### src/cpu_isa_pkg.sv
package cpu_isa_pkg;

	typedef logic [15:0] word_t;
	typedef logic [2:0] reg_addr_t;

	typedef enum logic [3:0] {
		OP_NOP = 4'h0, OP_LI = 4'h1, OP_ADD = 4'h2, OP_SUB = 4'h3, OP_AND = 4'h4,
		OP_OR = 4'h5, OP_SLL = 4'h6, OP_BNEZ = 4'h7, OP_BEQZ = 4'h8, OP_HALT = 4'h9
	} opcode_t;

	// PASS forwards operand b for LI
	typedef enum logic [2:0] {
		ALU_ADD, ALU_SUB, ALU_AND, ALU_OR, ALU_SLL, ALU_PASS
	} alu_op_t;

	typedef struct packed {
		alu_op_t alu_op;
		reg_addr_t rd;
		reg_addr_t rs;
		reg_addr_t rt;
		word_t imm;
		logic use_imm;
		logic reg_write;
		logic is_branch;
		logic branch_on_zero;
		logic is_halt;
	} ctrl_t;

	typedef struct packed {
		logic en;
		reg_addr_t addr;
		word_t value;
	} reg_write_t;

endpackage
### src/cpu_bus_pkg.sv
package cpu_bus_pkg;

	// Wide enough for MEM_AW up to 8
	typedef logic [7:0] imem_addr_t;

	typedef struct packed {
		logic en;
		imem_addr_t addr;
		cpu_isa_pkg::word_t data;
	} imem_write_t;

endpackage

### src/bootloader.sv
`timescale 1ns/1ps

module bootloader #(
	parameter int PROG_WORDS = 64,
	parameter int MEM_AW = 8
) (
	input logic clk,
	input logic rst_n,
	output cpu_isa_pkg::word_t flash_addr,
	output logic flash_rd,
	input logic flash_ready,
	input cpu_isa_pkg::word_t flash_data,
	output cpu_bus_pkg::imem_write_t imem_wr,
	output logic boot_done
);
	import cpu_isa_pkg::*;
	import cpu_bus_pkg::*;

	typedef enum logic [1:0] {READ, WRITE, DONE} state_t;

	state_t state;
	logic [MEM_AW-1:0] cnt;
	logic wr_en;
	word_t wr_data;

	assign flash_addr = word_t'(cnt);
	assign imem_wr = '{en: wr_en, addr: imem_addr_t'(cnt), data: wr_data};

	always_ff @(posedge clk) begin
		if (!rst_n) begin
			state <= READ;
			cnt <= '0;
			flash_rd <= 1'b0;
			wr_en <= 1'b0;
			boot_done <= 1'b0;
		end else begin
			case (state)
				READ: begin
					if (flash_rd && flash_ready) begin
						flash_rd <= 1'b0;
						wr_en <= 1'b1;
						state <= WRITE;
					end else begin
						flash_rd <= 1'b1;
					end
				end
				WRITE: begin
					wr_en <= 1'b0;
					if (cnt == MEM_AW'(PROG_WORDS - 1)) begin
						boot_done <= 1'b1;
						state <= DONE;
					end else begin
						// Next address goes out with the new read
						cnt <= cnt + 1'b1;
						flash_rd <= 1'b1;
						state <= READ;
					end
				end
				default: ;
			endcase
		end
	end

	// Flash word captured with the ready pulse
	always_ff @(posedge clk) begin
		if (flash_ready) begin
			wr_data <= flash_data;
		end
	end

	assert property (@(posedge clk) disable iff (!rst_n)
		flash_rd && !flash_ready |=> flash_rd);

endmodule

### config.mk
export PLATFORM = sky130hd
export DESIGN_NAME = bootloader
export DESIGN_NICKNAME = d
export VERILOG_FILES = /design/src/cpu_isa_pkg.sv /design/src/cpu_bus_pkg.sv /design/src/bootloader.sv
export SDC_FILE = /design/constraint.sdc
export NUM_CORES = 1
export LEC_CHECK = 0
export BUFFER_PORTS_ARGS = -buffer_cell sky130_fd_sc_hd__clkbuf_2
export CAP_MARGIN = 20
export CORE_MARGIN = 8
export CORE_UTILIZATION = 44
export CTS_CLUSTER_DIAMETER = 150
export DETAILED_ROUTE_END_ITERATION = 10
export HOLD_SLACK_MARGIN = 0.15
export PLACE_DENSITY_LB_ADDON = 0.3
export SLEW_MARGIN = 10
export SYNTH_ARGS = -nofsm -noshare
export SYNTH_HDL_FRONTEND = slang
export SYNTH_SLANG_ARGS = --single-unit
### constraint.sdc
create_clock -name clk -period 1.5 [get_ports clk]
set_input_delay 0.3 -clock clk [delete_from_list [all_inputs] [get_ports clk]]
set_output_delay 0.3 -clock clk [all_outputs]
set_load 0.02 [all_outputs]
==> impl_metrics.toml, run 1 <==
[synth]
yosysTopAreaCell = "edfxtp_1"
yosys_warnings = 0
ys_seq_elements = 28
yosysSeqAreaShare_pct = 60.2
yosysUniqueCellTypes = 31
syn_inst = 94
syn_area_mm2 = 0.00120
synth_common_cells = "buf_4, edfxtp_1, dfxtp_1"
synth_top_area_share_pct = 40.1
yosysMostFrequentCell = "buf_4"
synth_ff_type = "edfxtp_1"
synthArstFlopShare_pct = 0
synthTopCellsByArea = "edfxtp_1, dfxtp_1, buf_4"
synth-edff-count = 16
syn_avg_cell_area_um2 = 12.7

[sta]
clock.fmax_mhz = 719
hold_viol_final = 0
period_share_pct = 92.7
slew_violations = 0
fin_tns_setup_ns = 0
setup_viol = 0
holdWs_ns = 0.365
finClkSkew_ns = 0.00478
worst_slack_ns = 0.109
rsz0062_at_grt = "yes"
period_minus_slack_ns = 1.39

[clocking]
cts_max_path_buffers = 2
root_buffer = "clkbuf_4"
numCtsBuffers = 3
cts_tree = "built"
path_clk_slew_ns = 0.15
ctsHtreeMaxLevel = 1
cts.sinks = 28
clkLatencyLatePin_ns = 0.32

[power]
p_clk_share_pct = 31.0
power_density_mw_per_mm2 = 934
leakage_nw = 0.763
power.share.switching_pct = 22.6
seqPwrFrac_pct = 55.7
vdd_drop_max_mv = 0.582
p_int_mw = 1.21
p_comb_share_pct = 13.3
netSwitchingPower_mw = 0.352

[detailed_routing]
viasPerCell = 4.86
dr.pass1.iters = 4
drt_iter0_drc = 34
ant_nets = 0
vias = 943
route.detailed.drc = 0
drt-total-wl_mm = 2.72
wl_per_cell_um = 14.0

[finish]
area_growth_pct = 39.5
seqCellArea_um2 = 723
n_fill_cell = 213
post-route-util_pct = 62.7
stdcell_count = 194
fin_nets = 184
diodes = 0
multi_input_area_um2 = 370
layout-drive-gt1-share_pct = 43.6

[floorplan]
die_w_um = 68.2
initial_utilization_pct = 45.0
design.core.area_mm2 = 0.00266
die_h_um = 68.2
rows = 19
dieArea_mm2 = 0.00465
io_pins = 62

[critical_path]
worstPathMaxFanout = 7
start_kind = "flip-flop"
cp.arrival_ns = 1.62
path_class = "flip-flop to flip-flop"
critPathRequiredTime_ns = 1.73
cp-end-kind = "flip-flop"

[min_path]
min_path_type = "input pin to flip-flop"

[global_route]
grt_max_degree = 17
grt_first_pass_wirelength_mm = 4.25
grt_use_total_pct = 11.8
grt_pass1_vias = 925
grt_overflow = 0
antenna_found_initial = 0

[placement]
port_buffers = 53
hpwl_mm = 2.03
gp_congestion = 0.765
placed_cells = 174
post-place-ws_ns = 0.116

[run]
drv_cap = 0

[outcome]
status = "complete, no violations"
## registers in the layout (all words and copies together), names as in the netlist
signal and cells:
flash_rd 1, state 2, cnt 8, boot_done 1, wr_data 16
## routing by layer
metal,GRT usage (%),routed length (um)
met1,12.7,994
met4,5.63,47
met5,0,0
met2,22.0,1460
met3,1.64,216
## cell families after synthesis
| group | after synthesis | share of synthesized area, % |
|---|---|---|
| compound gates | 15 | 10.6 |
| fa+ha+maj | 1 | 1.04 |
| buf+inv | 20 | 11.6 |
| flops | 28 | 60.2 |
| mux | 4 | 3.34 |
| other cells | 1 | 0.313 |
| simple gates | 25 | 13.0 |
## worst max-delay path: stages, from the launching register on
cell	delay, ns
dfxtp_1	0.37
and4bb_2	0.41
a41oi_2	0.19
o31a_1	0.33
## per-stage QoR
step	cell area, um2	power [mW]
3_5_place_dp	1450	1.06
3_3_place_gp	1450	1.06
6_report	1670	1.56
5_1_grt	1670	1.63
4_1_cts	1660	1.58
2_1_floorplan	1230	1.00
## cell usage in the layout (no fill, tap or decap), types with 2 or more instances in the layout
| master | instances |
|---|---|
| mux2i_1 | 4 |
| clkbuf_2 | 53 |
| nand3_1 | 3 |
| edfxtp_1 | 16 |
| o31ai_1 | 2 |
| nand2_1 | 8 |
| conb_1 | 8 |
| dfxtp_1 | 10 |
| nand2b_1 | 4 |
| a211oi_1 | 3 |
| o21a_1 | 2 |
| dfxtp_2 | 2 |
| dlygate4sd3_1 | 16 |
| clkbuf_4 | 3 |
| buf_4 | 7 |
| nor2_1 | 2 |
| inv_1 | 2 |
## power groups by stage
stage | clock [mW] | combinational, mW | sequential [mW]
after floorplan | 0 | 0.0601 | 0.941
after global placement | 0 | 0.172 | 0.885
after detailed placement | 0 | 0.176 | 0.887
after CTS | 0.497 | 0.209 | 0.870
after global routing | 0.536 | 0.223 | 0.875
final | 0.483 | 0.208 | 0.870
## path summary, 6_finish.rpt
check	endpoint	cells after the start	start	slack, ns
min reg2reg	boot_done	1	boot_done	0.49
max	flash_rd	3	cnt[6]	0.11
max reg2reg	flash_rd	3	cnt[6]	0.11
min	boot_done	2	rst_n	0.37
## repair_timing
item                       CTS  global route
resized for setup            0             1
setup buffers                0             0
setup endpoints to repair    0             3
hold buffers                16             0
hold endpoints to repair    16             0
## cell type report
| class | instances | area share [%] |
|---|---|---|
| well taps | 31 | 2.32 |
| clock buffers | 3 | 1.35 |
| repair buffers | 76 | 28.6 |
| flip-flops and latches | 28 | 43.3 |
| multi-input cells | 53 | 22.2 |
| inverters | 2 | 0.449 |
| clock inverters | 1 | 1.80 |
No activity file was read; power rests on OpenSTA's default activity.
==> run 2, diff against run 1 <==
--- a/config.mk
+++ b/config.mk
@@ -7,13 +7,15 @@
 export LEC_CHECK = 0
 export BUFFER_PORTS_ARGS = -buffer_cell sky130_fd_sc_hd__clkbuf_2
 export CAP_MARGIN = 20
+export CELL_PAD_IN_SITES_DETAIL_PLACEMENT = 0
+export CELL_PAD_IN_SITES_GLOBAL_PLACEMENT = 1
 export CORE_MARGIN = 8
-export CORE_UTILIZATION = 44
+export CORE_UTILIZATION = 33
 export CTS_CLUSTER_DIAMETER = 150
 export DETAILED_ROUTE_END_ITERATION = 10
 export HOLD_SLACK_MARGIN = 0.15
 export PLACE_DENSITY_LB_ADDON = 0.3
-export SLEW_MARGIN = 10
+export SLEW_MARGIN = 15
 export SYNTH_ARGS = -nofsm -noshare
 export SYNTH_HDL_FRONTEND = slang
 export SYNTH_SLANG_ARGS = --single-unit
==> run 2 against run 1 <==
Effect of this change:
- routed wire length up 0.44%
- critical path depth unchanged
- fmax down 0.47%
- sequential share of layout area increased by 0.33 points
- register-to-register slack is essentially flat
- cell count is 8.2% higher
- via count is 3.1% lower
- die area grew 25%
- first-iteration DRC count shrank 32%
- critical endpoint unchanged
==> impl_metrics.toml, run 2 (synthesis gave the netlist of run 1 again) <==
[outcome]
status = "complete, no violations"

[critical_path]
cp_slowest_cell = "and4bb_2"
start_kind = "flip-flop"
rr_worst_depth = 3
path_class = "flip-flop to flip-flop"
rr_endpoint = "flash_rd"
path_cells = "and4bb_2 -> a41oi_2 -> o31a_1"
r2r_start = "cnt[6]"
rrSetupSlack_ns = 0.10
cp.arrival_ns = 1.62
max_stage_delay_ns = 0.41
worstPathMaxFanout = 7
cp-end-kind = "flip-flop"
critPathRequiredTime_ns = 1.72

[floorplan]
die_w_um = 76.2
die_h_um = 76.2
design.core.area_mm2 = 0.00358
rows = 22
io_pins = 62
dieArea_mm2 = 0.00581
initial_utilization_pct = 33.5

[detailed_routing]
drt-total-wl_mm = 2.73
wl_met3_um = 265
route.detailed.drc = 0
m1WireLength_mm = 1.21
drt_iter0_drc = 23
dr.pass1.iters = 4
wl_met2_mm = 1.23
dr.max_layer_used = "met4"
vias = 914
ant_nets = 0
wl_per_cell_um = 13.0
viasPerCell = 4.35

[clocking]
ctsHtreeMaxLevel = 1
path_clk_slew_ns = 0.14
cts.sinks = 28
numCtsBuffers = 3
root_buffer = "clkbuf_4"
cts_max_path_buffers = 2
cts_setup_buffers = 0
cts_tree = "built"
clkLatencyLatePin_ns = 0.31

[finish]
final_cell_mix = "clkbuf_2, dlygate4sd3_1, edfxtp_1"
largestRegisters = "wr_data (16), cnt (8), state (2)"
regMostFlops = "wr_data"
fin_nets = 183
layout-drive-gt1-share_pct = 42.6
largest_register_ffs = 16
stdcell_count = 210
area_growth_pct = 38.5
final_common_cell = "clkbuf_2"
diodes = 0

[global_route]
grt_first_pass_wirelength_mm = 4.50
grt_max_degree = 16
antenna_found_initial = 0
grt_use_total_pct = 9.19
grt_overflow = 0
grt_pass1_vias = 939

[min_path]
min_path_type = "input pin to flip-flop"
hold_depth = 2
holdPathEnd = "state[1]"
min-delay-start = "rst_n"

[placement]
port_buffers = 53
gp_congestion = 0.683
placed_cells = 190
hpwl_mm = 2.14

[sta]
period_share_pct = 93.2
clock.fmax_mhz = 715
period_minus_slack_ns = 1.40
hold_viol_final = 0
finClkSkew_ns = 0.00302
setup_viol = 0
slew_violations = 0
fin_tns_setup_ns = 0

[power]
power_density_mw_per_mm2 = 826
vdd_drop_max_mv = 0.312
leakage_nw = 0.745

[run]
drv_cap = 0
==> run 2: area by class of cell <==
type                    instances  area [um2]
fillers                       350        1920
repair buffers                 75         470
flip-flops and latches         28         723
inverters                       2        7.51
well taps                      48        60.1
clock buffers                   3        22.5
multi-input cells              53         370
clock inverters                 1        3.75
==> run 2: metal layers <==
metal  up-vias  GRT usage (%)
met5         -              0
met4         0           3.46
met3         2           3.89
met2        40           14.8
met1       419           10.5
li1        453              -
==> run 2: how the worst max path moves through the flow <==
stage,end,start,cells after the start
after floorplan,flash_rd,cnt[4],3
after global placement,flash_rd,cnt[6],3
after detailed placement,cnt[6],cnt[0],4
after CTS,cnt[6],cnt[0],4
after global routing,cnt[6],cnt[0],4
final,flash_rd,cnt[6],3
==> run 2: repair_timing <==
action / CTS / global route
hold buffers: 15 / 1
endpoints found under the hold margin: 15 / 1
resized for setup: 0 / 1
setup endpoints to repair: 0 / 1
==> run 2: where the power goes <==
group          switching [mW]  internal, mW  leakage (nW)
sequential             0.0165         0.855         0.255
clock                   0.201        0.0972        0.0154
combinational           0.120        0.0810         0.475
total                   0.337          1.03         0.745
==> run 2: through the flow <==
step	area (um2)	total power [mW]	setup WS, ns	utilization [%]	hold slack [ns]
floorplan	1230	1.00	0.0444	-	0.399
global placement	1470	1.06	0.153	40.9	0.451
detailed placement	1470	1.06	0.108	40.9	0.473
CTS	1640	1.39	0.0794	45.9	0.156
global route	1660	1.44	-0.0342	46.3	0.393
finish	1660	1.37	0.102	46.3	0.380
==> run 2: worst max-delay path: cells and delay by family (launching register included) <==
family | cells | cell delay (ns)
compound gates | 2 | 0.52
simple gates | 1 | 0.41
flops | 1 | 0.38
==> run 3, diff against run 2 <==
--- a/config.mk
+++ b/config.mk
@@ -12,6 +12,7 @@
 export CORE_MARGIN = 8
 export CORE_UTILIZATION = 33
 export CTS_CLUSTER_DIAMETER = 150
+export CTS_CLUSTER_SIZE = 40
 export DETAILED_ROUTE_END_ITERATION = 10
 export HOLD_SLACK_MARGIN = 0.15
 export PLACE_DENSITY_LB_ADDON = 0.3
==> constraint.sdc (replaced) <==
create_clock -name clk -period 1.5 [get_ports clk]
set_input_delay 0.075 -clock clk [delete_from_list [all_inputs] [get_ports clk]]
set_output_delay 0.075 -clock clk [all_outputs]
set_load 0.02 [all_outputs]
==> run 3 against run 2 <==
Effect of this change:
- first-iteration DRC count is 26% lower
- critical path type unchanged
- die area did not move
- critical path depth did not move
- largest cell class unchanged
- cell count stayed put
- design area rose by 0.15%
- register-to-register slack about the same
- worst hold slack worse by 0.12 ns
- clock-buffer cell count did not move
- power up 0.66%
==> impl_metrics.toml, run 3 (synthesis gave the netlist of run 1 again) <==
[outcome]
status = "complete, no violations"

[global_route]
grt_util_met2_pct = 16.6
grt_use_total_pct = 9.98
grt_overflow = 0
grt_pass1_vias = 1007
gr-usage-met3_pct = 4.36
antenna_found_initial = 0
grt_max_degree = 19
grt_first_pass_wirelength_mm = 4.84
grt_busiest_layer = "met2"
met1_usage_pct = 11.2

[clocking]
path_clk_slew_ns = 0.14
root_buffer = "clkbuf_4"
cts_setup_buffers = 0
numCtsBuffers = 3
ctsHtreeMaxLevel = 1
cts_tree = "built"
cts.sinks = 28
cts_max_path_buffers = 2
clkLatencyLatePin_ns = 0.31

[min_path]
min_path_type = "input pin to flip-flop"

[power]
power_density_mw_per_mm2 = 831
vdd_drop_max_mv = 0.301
leakage_nw = 0.744
power_mw = 1.38

[floorplan]
dieArea_mm2 = 0.00581
design.core.area_mm2 = 0.00358
rows = 22
die_w_um = 76.2
initial_utilization_pct = 33.5
io_pins = 62
die_h_um = 76.2

[placement]
gp_congestion = 0.656
hpwl_mm = 2.11
post_dp_cell_area_mm2 = 0.00146
port_buffers = 53

[detailed_routing]
drt_iter0_drc = 17
ant_nets = 0
viasPerCell = 4.35
wl_per_cell_um = 13.4
drt-total-wl_mm = 2.81
dr.pass1.iters = 4
route.detailed.drc = 0
vias = 914

[sta]
slew_violations = 0
hold_viol_final = 0
finClkSkew_ns = 0.00360
fin_tns_setup_ns = 0
rsz0062_at_grt = "no"
holdWs_ns = 0.263
setup_viol = 0
period_minus_slack_ns = 1.40
period_share_pct = 93.4
clock.fmax_mhz = 713

[finish]
regMostFlops = "wr_data"
final_cell_mix = "clkbuf_2, dlygate4sd3_1, edfxtp_1"
largest_register_ffs = 16
n_fill_cell = 350
layout-drive-gt1-share_pct = 42.0
final_common_cell = "clkbuf_2"
fin_nets = 183
diodes = 0
fin_area_mm2 = 0.00166
area_growth_pct = 38.7
post-route-util_pct = 46.4
largestRegisters = "wr_data (16), cnt (8), state (2)"

[critical_path]
cp_slowest_cell = "and4bb_2"
critPathRequiredTime_ns = 1.72
start_kind = "flip-flop"
worstPathMaxFanout = 7
critical-path-top-delay-family = "compound AO/OA/AOI/OAI gates"
cp-end-kind = "flip-flop"
max_stage_delay_ns = 0.41
cp.arrival_ns = 1.63
path_cells = "and4bb_2 -> a41oi_2 -> o31a_1"
crit_buf_inv = 0
path_class = "flip-flop to flip-flop"

[run]
drv_cap = 0
[run 3: changes by cell type in the layout (fill, tap and decap cells not counted), sizes merged]
cell	before	now
dlygate4sd3	16	17
buf	6	5
[run 3: worst paths after layout]
kind	startpoint	to	slack, ns	depth (start not counted)
setup / recovery	cnt[6]	flash_rd	0.1	3
hold / removal	flash_ready	wr_data[0]	0.26	1
setup reg to reg	cnt[6]	flash_rd	0.1	3
hold reg to reg	boot_done	boot_done	0.49	1
[run 3: where the power goes]
| group | switching, mW | internal, mW | total, mW |
|---|---|---|---|
| sequential | 0.0178 | 0.855 | 0.873 |
| clock | 0.208 | 0.0973 | 0.305 |
| combinational | 0.120 | 0.0810 | 0.201 |
| total | 0.346 | 1.03 | 1.38 |
[run 3: routing by layer]
| layer | vias up | wire length, um |
|---|---|---|
| met5 | - | 0 |
| met1 | 414 | 1210 |
| li1 | 454 | - |
| met2 | 44 | 1300 |
| met4 | 0 | 23 |
| met3 | 2 | 273 |
[run 3: worst register-to-register path: cells and delay by family (launching register included)]
kind,cells,cell delay (ns)
compound gates,2,0.52
flops,1,0.38
simple gates,1,0.42
[run 3: cell type report]
| class | count | area [um2] | share of cell area (%) |
|---|---|---|---|
| clock inverters | 1 | 3.75 | 0.226 |
| clock buffers | 3 | 22.5 | 1.36 |
| well taps | 48 | 60.1 | 3.62 |
| inverters | 2 | 7.51 | 0.452 |
| repair buffers | 75 | 473 | 28.5 |
| multi-input cells | 53 | 370 | 22.3 |
| flip-flops and latches | 28 | 723 | 43.6 |
[run 3: per-stage QoR]
step           cells  setup WS (ns)
2_1_floorplan    101         0.0444
3_3_place_gp     189          0.153
3_5_place_dp     189          0.105
4_1_cts          210         0.0828
5_1_grt          210        0.00934
6_report         210         0.0983
[run 3: timing repair]
| item | CTS | global route |
|---|---|---|
| setup endpoints to repair | 0 | 1 |
| hold buffers | 17 | 0 |
| hold endpoints to repair | 19 | 0 |
| resized for setup | 0 | 1 |
