## src/cpu_isa_pkg.sv

```systemverilog
package cpu_isa_pkg;

	typedef logic [15:0] word_t;
	typedef logic [2:0] reg_addr_t;

	typedef enum logic [3:0] {
		OP_NOP = 4'h0, OP_LI = 4'h1, OP_ADD = 4'h2, OP_SUB = 4'h3, OP_AND = 4'h4,
		OP_OR = 4'h5, OP_SLL = 4'h6, OP_BNEZ = 4'h7, OP_BEQZ = 4'h8, OP_HALT = 4'h9
	} opcode_t;

	// PASS forwards operand b for LI
	typedef enum logic [2:0] {
		ALU_ADD, ALU_SUB, ALU_AND, ALU_OR, ALU_SLL, ALU_PASS
	} alu_op_t;

	typedef struct packed {
		alu_op_t alu_op;
		reg_addr_t rd;
		reg_addr_t rs;
		reg_addr_t rt;
		word_t imm;
		logic use_imm;
		logic reg_write;
		logic is_branch;
		logic branch_on_zero;
		logic is_halt;
	} ctrl_t;

	typedef struct packed {
		logic en;
		reg_addr_t addr;
		word_t value;
	} reg_write_t;

endpackage
```

## src/register_file.sv

```systemverilog
`timescale 1ns/1ps

module register_file (
	input logic clk,
	input logic rst_n,
	input cpu_isa_pkg::reg_addr_t rs,
	input cpu_isa_pkg::reg_addr_t rt,
	output cpu_isa_pkg::word_t rs_value,
	output cpu_isa_pkg::word_t rt_value,
	input cpu_isa_pkg::reg_write_t wr
);
	import cpu_isa_pkg::*;

	word_t regs [8];

	always_ff @(posedge clk) begin
		if (!rst_n) begin
			for (int i = 0; i < 8; i++) begin
				regs[i] <= '0;
			end
		end else if (wr.en && wr.addr != '0) begin
			regs[wr.addr] <= wr.value;
		end
	end

	// r0 is hardwired
	assign rs_value = (rs == '0) ? '0 : regs[rs];
	assign rt_value = (rt == '0) ? '0 : regs[rt];

endmodule

```

## config.mk

```make
export PLATFORM = sky130hd
export DESIGN_NAME = register_file
export DESIGN_NICKNAME = d
export VERILOG_FILES = /design/src/cpu_isa_pkg.sv /design/src/register_file.sv
export SDC_FILE = /design/constraint.sdc
export NUM_CORES = 1
export LEC_CHECK = 0
export BUFFER_PORTS_ARGS = -buffer_cell sky130_fd_sc_hd__buf_2
export CORE_AREA = 2 2 129 131
export DETAILED_ROUTE_END_ITERATION = 12
export DIE_AREA = 0 0 131 133
export GPL_TIMING_DRIVEN = 0
export SKIP_CTS_REPAIR_TIMING = 1
export SLEW_MARGIN = 20
export SYNTH_ARGS = -nofsm -noshare
export SYNTH_HDL_FRONTEND = slang
export SYNTH_SLANG_ARGS = --single-unit
```

## constraint.sdc

```tcl
create_clock -name clk -period 3 [get_ports clk]
set_clock_uncertainty 0.2 [all_clocks]
set_input_delay 0 -clock clk [delete_from_list [all_inputs] [get_ports clk]]
set_output_delay 0 -clock clk [all_outputs]
set_load 0.03 [all_outputs]
```

==> results of run 1 <==
## layer usage
| metal | track usage, % | vias up | wire, um | share of wire (%) |
|---|---|---|---|---|
| met2 | 37.2 | 174 | 9490 | 49 |
| met4 | 8.33 | 0 | 632 | 3.3 |
| met1 | 31.6 | 2240 | 8330 | 43 |
| met3 | 3.60 | 49 | 917 | 4.7 |
| li1 | - | 1980 | - | - |
| met5 | 0 | - | 0 | 0 |
## metrics by stage
| step | hold WS [ns] | instances |
|---|---|---|
| final | 0.000242 | 777 |
| after floorplan | -0.00185 | 469 |
| after CTS | -0.209 | 761 |
| after detailed placement | 0.154 | 746 |
| after global routing | 0.0139 | 777 |
| after global placement | 0.152 | 743 |
## kinds of logic (layout without fill, tap and decap cells)
kind of cell | after synthesis | after routing | share of synthesized area [%]
flops | 112 | 112 | 50.9
mux | 80 | 80 | 14.3
compound gates | 87 | 87 | 14.8
simple gates | 148 | 148 | 14.6
buf+inv | 42 | 130 | 5.40
## report_power, final
group	switching (mW)	total (mW)	leakage (nW)	internal, mW
Clock	0.531	1.17	0.133	0.640
Sequential	0.0564	1.88	1.07	1.82
Combinational	0.438	0.716	1.69	0.278
Total	1.02	3.77	2.90	2.74
## area by class of cell
type                       count  area (um^2)  area share, %
inverter                       1         3.75         0.0489
timing repair buffer          73          472           6.15
clock buffer                  11          233           3.03
sequential                   112         3360           43.8
buffer                        41          353           4.60
clock inverter                 4         46.3          0.603
tap                          220          275           3.59
multi-input combinational    315         2930           38.2
## layout by cell type (no fill, tap or decap), types with 4 or more instances in the layout
master and n:
and2_1 113, edfxtp_1 112, buf_2 67, mux2i_1 48
a221oi_2 32, mux2_4 28, nor2b_1 17, a211oi_1 16
dlygate4sd3_1 16, a221oi_1 14, buf_6 13, a311oi_2 10
clkbuf_16 9, clkbuf_1 6, a311oi_1 6, nor2_2 6
buf_4 5, nand2b_1 5, mux2_2 4, buf_8 4
## worst min path at each step
stage,start,endpoint,slack [ns],cells past startpoint
floorplan,wr[0],regs[1][0],-0.002,1
global placement,wr[0],regs[1][0],0.15,2
detailed placement,wr[1],regs[3][1],0.15,2
CTS,wr[1],regs[3][1],-0.21,2
global route,wr[18],regs[2][2],0.01,3
finish,wr[18],regs[2][4],0.0002,3
==> key figures, run 1 <==
Outcome
  – Status: finished clean

Floorplan
  – Die W: 131 um
  – FP Rows: 47
  – Ports: 60
  – Initial core utilization: 40.8%
  – CORE AREA: 0.0162 mm^2
  – Die Y: 133 um
  – Die ar.: 0.0174 mm^2

Routing
  – DRT Wirelength: 19,400 um
  – Drt pass-1 iters: 5
  – Avg WL per Cell: 24.9 um
  – Vias per cell: 5.72
  – Via count: 4,443
  – DRT iter0 DRCs: 384
  – DRC: 0
  – Post-route ant nets: 0

Yosys
  – YS warnings: 0
  – Main area contributors after synthesis: edfxtp_1, and2_1, mux2i_1
  – EDFF count, synth: 112
  – Area leader, netlist: edfxtp_1
  – Yosys cell types: 30
  – Synthesized cell area: 0.00660 mm^2
  – Most numerous cell in the Yosys netlist: and2_1
  – Gate Count Post-Synth: 469
  – Post-synth net total: 497
  – Synth Area per Inst: 14.1 um^2
  – Synth cell count leaders: and2_1, edfxtp_1, mux2i_1
  – Synthesized flop and latch total: 112
  – Ys async rst share: 0%
  – Seq/Total Area, Yosys: 50.9%
  – Synth top area share: 50.9%
  – Dominant synthesized flop cell: edfxtp_1

Global routing
  – Global-route wire length before repair: 28,600 um
  – Vias in the first global route: 4,493
  – Initial antenna violation count: 0
  – Largest net degree at the start of global routing: 17
  – Total global-route track usage: 23.1%
  – GRT overflow: 0

Critical path
  – Setup crit start: rst_n
  – Crit path DAT: 1.74 ns
  – Crit-path cells: buf_4 > nand3_4 > nor3_4 > nand2b_1
  – Crit-path leading delay family: simple AND/OR/NAND/NOR gates
  – Max stage delay on crit path: 0.89 ns
  – WP buf/inv: 1
  – WP data required: 2.77 ns
  – Kind of critical path: in2reg
  – Type of origin of the critical path: primary input
  – WP depth: 4
  – Crit-path max FO: 16
  – Critical Path End: regs[2][14]
  – CP Capture Type: register
  – Slowest cell on the critical path: nand2b_1

Cells and area
  – Area grow syn2layout: 16.2%
  – Most flop-heavy register: regs
  – Fillcell total: 1,441
  – N_diodes: 0
  – Fin util: 47.5%
  – Ratio of cells with drive above 1 in the final layout: 35.4%
  – Largest regs: regs: 112 flops
  – Design Area, Final: 0.00767 mm^2
  – Net count, final: 581
  – Max reg flops: 112

Timing
  – Fin worst setup slack: 1.02 ns
  – Max-slew violation count: 0
  – Fin Setup TNS: 0 ns
  – RSZ-0062 raised after global routing: false
  – Final setup violation count: 0
  – Fin crit period: 1.98 ns
  – Final period utilization: 65.9%
  – Worst-margin pin slew: 1.07 ns
  – Hold Violations, Final: 0
  – Slew margin rel.: 28.6%
  – Maximum clock rate: 506 MHz

CTS
  – CTS clock-pin slew for the worst setup and hold paths: 0.07 ns
  – Root buffer cell: clkbuf_16
  – CTS Sinks: 112
  – CTS Buffer Depth: 2
  – Htree depth: 3
  – TritonCTS clock tree: built
  – Num CTS Buffers: 9

Power
  – Tot Pwr: 3.77 mW
  – P_leak: 2.90 nW
  – Peak supply drop: 0.238 mV
  – Pwr Density: 491 mW/mm^2

Min path
  – HP Class: in2reg

Placement
  – Pre-CTS setup slack: 0.665 ns
  – # port buffers: 54
  – HPWL Detailed: 12,800 um
  – Cell Area, Placed: 0.00724 mm^2
  – Routability cong.: 0.833

Run
  – Maxcap violations: 0
(Power assumes the default switching activity.)
==> run 2, diff against run 1 <==
- clock period: 3 -> 1.9 ns (I/O delays scaled with it)
==> key figures, run 2 (synthesis gave the netlist of run 1 again) <==
Outcome
  – Status: finished clean (unchanged)

Timing
  – Hold Violations, Final: 0 (unchanged)
  – RSZ-0062 raised after global routing: true (was false)
  – Final period utilization: 99.6%
  – Fin worst setup slack: 0.00813 ns (was 1.02 ns)
  – Slew margin rel.: 35.3% (was 28.6%)
  – Maximum clock rate: 529 MHz
  – Final setup violation count: 0 (unchanged)
  – Max-slew violation count: 0 (unchanged)
  – Worst-margin pin slew: 0.971 ns (was 1.07 ns)
  – Fin crit period: 1.89 ns

Critical path
  – CP Capture Type: output pin (was register)
  – Crit-path max FO: 2 (was 16)
  – WP data required: 1.70 ns (was 2.77 ns)
  – Max stage delay on crit path: 0.42 ns (was 0.89 ns)
  – Slowest cell on the critical path: edfxtp_1 (was nand2b_1)
  – CP most frequent cell: a221oi_1
  – Crit-path cells: mux2_4 > a221oi_1 > a221oi_1 > buf_2 (was buf_4 > nand3_4 > nor3_4 > nand2b_1)
  – Kind of critical path: reg2out (was in2reg)
  – Crit path DAT: 1.69 ns (was 1.74 ns)
  – Type of origin of the critical path: register (was primary input)

Floorplan
  – Ports: 60 (unchanged)
  – FP Rows: 47 (unchanged)
  – Initial core utilization: 40.8% (unchanged)
  – CORE AREA: 0.0162 mm^2 (unchanged)
  – Die ar.: 0.0174 mm^2 (unchanged)
  – Die W: 131 um (unchanged)
  – Die Y: 133 um (unchanged)

Run
  – Maxcap violations: 0 (unchanged)

Placement
  – HPWL Detailed: 12,800 um (unchanged)
  – # port buffers: 54 (unchanged)
  – Pre-CTS setup slack: -0.435 ns (was 0.665 ns)
  – Cell Area, Placed: 0.00724 mm^2 (unchanged)
  – Routability cong.: 0.833 (unchanged)

Global routing
  – Vias in the first global route: 4,493 (unchanged)
  – Initial antenna violation count: 0 (unchanged)
  – Total global-route track usage: 23.1% (unchanged)
  – GRT overflow: 0 (unchanged)
  – Global-route wire length before repair: 28,600 um (unchanged)
  – Largest net degree at the start of global routing: 17 (unchanged)

Power
  – Pwr Density: 771 mW/mm^2 (was 491 mW/mm^2)
  – P_leak: 2.92 nW (was 2.90 nW)
  – Peak supply drop: 0.371 mV (was 0.238 mV)

Cells and area
  – Design Area, Final: 0.00774 mm^2 (was 0.00767 mm^2)
  – Net count, final: 582 (was 581)
  – Area grow syn2layout: 17.3% (was 16.2%)
  – Ratio of cells with drive above 1 in the final layout: 36.0% (was 35.4%)
  – Most frequent cells in the layout: and2_1, edfxtp_1, buf_2, mux2i_1, a221oi_2 (unchanged)
  – Largest regs: regs: 112 flops (unchanged)
  – Max reg flops: 112 (unchanged)
  – Commonest non-fill, non-tap cell in the layout: and2_1 (unchanged)
  – Most flop-heavy register: regs (unchanged)
  – N_diodes: 0 (unchanged)

Min path
  – HP Class: in2reg (unchanged)

Routing
  – Via count: 4,420 (was 4,443)
  – DRT iter0 DRCs: 372 (was 384)
  – Vias per cell: 5.68 (was 5.72)
  – Avg WL per Cell: 25.0 um (was 24.9 um)
  – Drt pass-1 iters: 5 (unchanged)
  – DRT Wirelength: 19,400 um (about the same)
  – DRC: 0 (unchanged)
  – Post-route ant nets: 0 (unchanged)

CTS
  – Root buffer cell: clkbuf_16 (unchanged)
  – TritonCTS clock tree: built (unchanged)
  – CTS Buffer Depth: 2 (unchanged)
  – Htree depth: 3 (unchanged)
  – Num CTS Buffers: 9 (unchanged)
  – CTS Sinks: 112 (unchanged)
  – CTS clock-pin slew for the worst setup and hold paths: 0.07 ns (about the same)
run 2: cell count changes in the layout (fill, tap and decap cells not counted):
cell	previous run	this run
nand2b_1	5	4
nand2b_2	0	1
a221oi_2	32	31
a221oi_4	0	3
buf_2	67	62
a221oi_1	14	12
buf_4	5	11
run 2: critical path: cells and delay by family (launching register included):
kind | cells | cell delay, ns
compound gates | 2 | 0.44
mux | 1 | 0.28
buf+inv | 1 | 0.21
flops | 1 | 0.42
run 2: cell type report:
class | count | area [um^2]
Clock inverter | 4 | 46.3
Inverter | 1 | 3.75
Buffer | 41 | 353
Fill cell | 1435 | 8430
Tap cell | 220 | 275
Clock buffer | 11 | 233
Sequential cell | 112 | 3360
Timing Repair Buffer | 74 | 492
Multi-Input combinational cell | 315 | 2980
run 2: worst paths after layout:
| kind | endpoint | slack [ns] | cells past startpoint | start |
|---|---|---|---|---|
| max | rs_value[2] | 0.008 | 4 | regs[2][2] |
| min | regs[2][4] | 0.007 | 3 | wr[18] |
run 2: per-stage QoR:
| step | cells | setup TNS, ns | util, % | power (mW) | hold slack [ns] |
|---|---|---|---|---|---|
| finish | 778 | 0 | 47.9 | 5.97 | 0.00696 |
| global route | 778 | -0.0187 | 47.9 | 6.13 | 0.0139 |
| CTS | 761 | -0.955 | 46.5 | 5.93 | -0.209 |
| detailed placement | 746 | -6.92 | 44.7 | 4.12 | 0.154 |
| global placement | 743 | -151.66 | 44.2 | 4.09 | 0.152 |
| floorplan | 469 | -18.79 | - | 3.75 | -0.00185 |
run 2: per-layer routing:
metal	wire length (um)	global-route usage, %	vias to the layer above	share of wire [%]
met5	0	0	-	0
met4	541	8.33	0	2.8
met3	873	3.60	42	4.5
met2	9560	37.2	165	49
met1	8460	31.6	2232	44
li1	-	-	1981	-
run 2: power breakdown:
part	total (mW)	internal, mW	switching, mW	leakage [nW]
Clock	1.85	1.01	0.839	0.133
Sequential	2.97	2.88	0.0912	1.07
Combinational	1.16	0.454	0.701	1.71
Total	5.97	4.34	1.63	2.92
==> run 3, diff against run 2 <==
--- a/config.mk
+++ b/config.mk
@@ -6,8 +6,9 @@
 export NUM_CORES = 1
 export LEC_CHECK = 0
+export ABC_AREA = 1
 export BUFFER_PORTS_ARGS = -buffer_cell sky130_fd_sc_hd__buf_2
-export CORE_AREA = 2 2 129 131
+export CORE_AREA = 2 2 137 139
 export DETAILED_ROUTE_END_ITERATION = 12
-export DIE_AREA = 0 0 131 133
+export DIE_AREA = 0 0 139 141
 export GPL_TIMING_DRIVEN = 0
 export SKIP_CTS_REPAIR_TIMING = 1
==> constraint.sdc (replaced) <==
create_clock -name clk -period 1.9 [get_ports clk]
set_clock_uncertainty 0.2 [all_clocks]
set_input_delay 0.38 -clock clk [delete_from_list [all_inputs] [get_ports clk]]
set_output_delay 0.38 -clock clk [all_outputs]
set_load 0.03 [all_outputs]
==> key figures, run 3 <==
Yosys
  – Gate Count Post-Synth: 970 (was 469)
  – Synthesized flop and latch total: 128 (was 112)
  – Area leader, netlist: edfxtp_1 (unchanged)
  – Seq/Total Area, Yosys: 51.2% (was 50.9%)
  – Post-Synth Simple-Gate Area: 31.8% (was 14.6%)
  – Main area contributors after synthesis: edfxtp_1, nand2_1, inv_1 (was edfxtp_1, and2_1, mux2i_1)
  – YS warnings: 0 (unchanged)
  – Most numerous cell in the Yosys netlist: nand2_1 (was and2_1)
  – EDFF count, synth: 128 (was 112)
  – Synth cell count leaders: nand2_1, inv_1, nor2_1 (was and2_1, edfxtp_1, mux2i_1)
  – Multiplexer share of the synthesized area: 0% (was 14.3%)
  – Compound-Gate Fraction of Synth Area: 5.31% (was 14.8%)
  – Synth top area share: 51.2% (was 50.9%)
  – Largest family of logic cells by synthesized area: simple AND/OR/NAND/NOR gates (was compound AO/OA/AOI/OAI gates)
  – Synthesized cell area: 0.00751 mm^2 (was 0.00660 mm^2)
  – Adder-cell area share of the yosys netlist: 0% (unchanged)
  – Synth Area in XOR/XNOR: 0% (unchanged)
  – Yosys cell types: 22 (was 30)
  – Synth Area per Inst: 7.74 um^2 (was 14.1 um^2)
  – Dominant synthesized flop cell: edfxtp_1 (unchanged)
  – Ys async rst share: 0% (unchanged)

Routing
  – Drt pass-1 iters: 5 (unchanged)
  – DRT iter0 DRCs: 771 (was 372)
  – Avg WL per Cell: 19.8 um (was 25.0 um)
  – Post-route ant nets: 0 (unchanged)
  – Via count: 6,979 (was 4,420)
  – Vias per cell: 5.30 (was 5.68)
  – DRC: 0 (unchanged)
  – DRT Wirelength: 26,100 um (was 19,400 um)

Critical path
  – CP Capture Type: output pin (unchanged)
  – Crit-path max FO: 6 (was 2)
  – Type of origin of the critical path: primary input (was register)
  – Kind of critical path: in2out (was reg2out)
  – WP data required: 1.32 ns (was 1.70 ns)
  – Crit path DAT: 1.48 ns (was 1.69 ns)

Placement
  – HPWL Detailed: 17,300 um (was 12,800 um)
  – Pre-CTS setup slack: -0.722 ns (was -0.435 ns)
  – # port buffers: 54 (unchanged)
  – Routability cong.: 0.853 (was 0.833)

Power
  – Pwr Density: 816 mW/mm^2 (was 771 mW/mm^2)
  – Peak supply drop: 0.666 mV (was 0.371 mV)
  – Tot Pwr: 7.97 mW (was 5.97 mW)
  – P_leak: 4.62 nW (was 2.92 nW)

Floorplan
  – Initial core utilization: 41.1% (was 40.8%)
  – Die Y: 141 um (was 133 um)
  – Ports: 60 (unchanged)
  – FP Rows: 50 (was 47)
  – Die W: 139 um (was 131 um)
  – CORE AREA: 0.0183 mm^2 (was 0.0162 mm^2)
  – Die ar.: 0.0196 mm^2 (was 0.0174 mm^2)

Timing
  – Final setup violation count: 32 (was 0)
  – Hold Violations, Final: 0 (unchanged)
  – Fin crit period: 2.06 ns (was 1.89 ns)
  – RSZ-0062 raised after global routing: true (unchanged)
  – Hold_ws: 0.186 ns (was 0.00696 ns)
  – Max-slew violation count: 0 (unchanged)
  – Slew margin rel.: 44.5% (was 35.3%)
  – Worst-margin pin slew: 0.832 ns (was 0.971 ns)
  – Fin worst setup slack: -0.158 ns (was 0.00813 ns)
  – Final period utilization: 108% (was 99.6%)
  – Fin Setup TNS: -3.18 ns (was 0 ns)
  – Maximum clock rate: 486 MHz (was 529 MHz)

Cells and area
  – Commonest non-fill, non-tap cell in the layout: nand2_1 (was and2_1)
  – Sequential Area: 0.00384 mm^2 (was 0.00336 mm^2)
  – Area of the multi-input gates: 0.00326 mm^2 (was 0.00298 mm^2)
  – Max reg flops: 128 (was 112)
  – Largest regs: regs: 128 flops (was regs: 112 flops)
  – Fillcell total: 1,680 (was 1,435)
  – Most flop-heavy register: regs (unchanged)
  – Most frequent cells in the layout: nand2_1, edfxtp_1, inv_1, nor2_1, nand3_1 (was and2_1, edfxtp_1, buf_2, mux2i_1, a221oi_2)
  – Net count, final: 1,099 (was 582)
  – N_diodes: 0 (unchanged)
  – Fin util: 53.5% (was 47.9%)
  – Ratio of cells with drive above 1 in the final layout: 29.1% (was 36.0%)
  – Area grow syn2layout: 30.0% (was 17.3%)

Global routing
  – Initial antenna violation count: 0 (unchanged)
  – Global-route wire length before repair: 37,600 um (was 28,600 um)
  – Total global-route track usage: 25.7% (was 23.1%)
  – Largest net degree at the start of global routing: 17 (unchanged)
  – GRT overflow: 0 (unchanged)
  – Vias in the first global route: 6,668 (was 4,493)

CTS
  – CTS Buffer Depth: 2 (unchanged)
  – Root buffer cell: clkbuf_16 (unchanged)
  – CTS clock-pin slew for the worst setup and hold paths: 0.06 ns (was 0.07 ns)
  – Num CTS Buffers: 17 (was 9)
  – Htree depth: 4 (was 3)
  – TritonCTS clock tree: built (unchanged)
  – CTS Sinks: 128 (was 112)

Min path
  – HP Class: in2reg (unchanged)
  – Worst Hold Depth: 3 (unchanged)

Outcome
  – Violated checks: setup timing
  – Status: complete, but fails checks (was finished clean)

Run
  – Maxcap violations: 0 (unchanged)
-- run 3: final timing paths --
path              start     endpoint  slack, ns
hold / removal    wr[0]   regs[7][0]       0.19
setup / recovery  rt[1]  rt_value[6]      -0.16
-- run 3: metrics by stage --
step,area [um^2],instances
finish,9770,1316
global route,9770,1316
CTS,8740,1303
detailed placement,8230,1273
global placement,8230,1273
floorplan,7660,985
-- run 3: cell families after synthesis --
family                 after synthesis
buffers and inverters              210
and+or+nand+nor                    578
DFF                                128
other                                1
AOI/OAI and AO/OA                   53
-- run 3: layer usage --
metal	global-route usage [%]	share of wire, %	up-vias	wire (um)
met4	10.3	3.1	0	806
met2	40.9	47	341	12200
met5	0	0	-	0
li1	-	-	3250	-
met3	5.43	8.4	55	2180
met1	34.7	42	3333	10900
-- run 3: worst max-delay path, stage by stage --
cell        delay (ns)
buf_12            0.10
clkinvlp_4        0.10
buf_4             0.15
a21oi_4           0.21
buf_6             0.18
buf_12            0.11
nand2_2           0.06
nand2_2           0.07
buf_6             0.12
-- run 3: power by group --
part / total, mW / switching [mW] / internal (mW) / leakage [nW]
clock network: 2.93 / 1.18 / 1.75 / 0.249
logic: 1.66 / 1.07 / 0.590 / 3.14
registers: 3.37 / 0.0744 / 3.30 / 1.23
-- run 3: cell type report --
| cell class | count | area share, % |
|---|---|---|
| Tap cell | 234 | 3.00 |
| Clock inverter | 10 | 0.743 |
| Timing Repair Buffer | 67 | 6.99 |
| Inverter | 153 | 6.03 |
| Buffer | 57 | 6.06 |
| Sequential cell | 128 | 39.3 |
| Clock buffer | 20 | 4.47 |
| Multi-Input combinational cell | 647 | 33.4 |
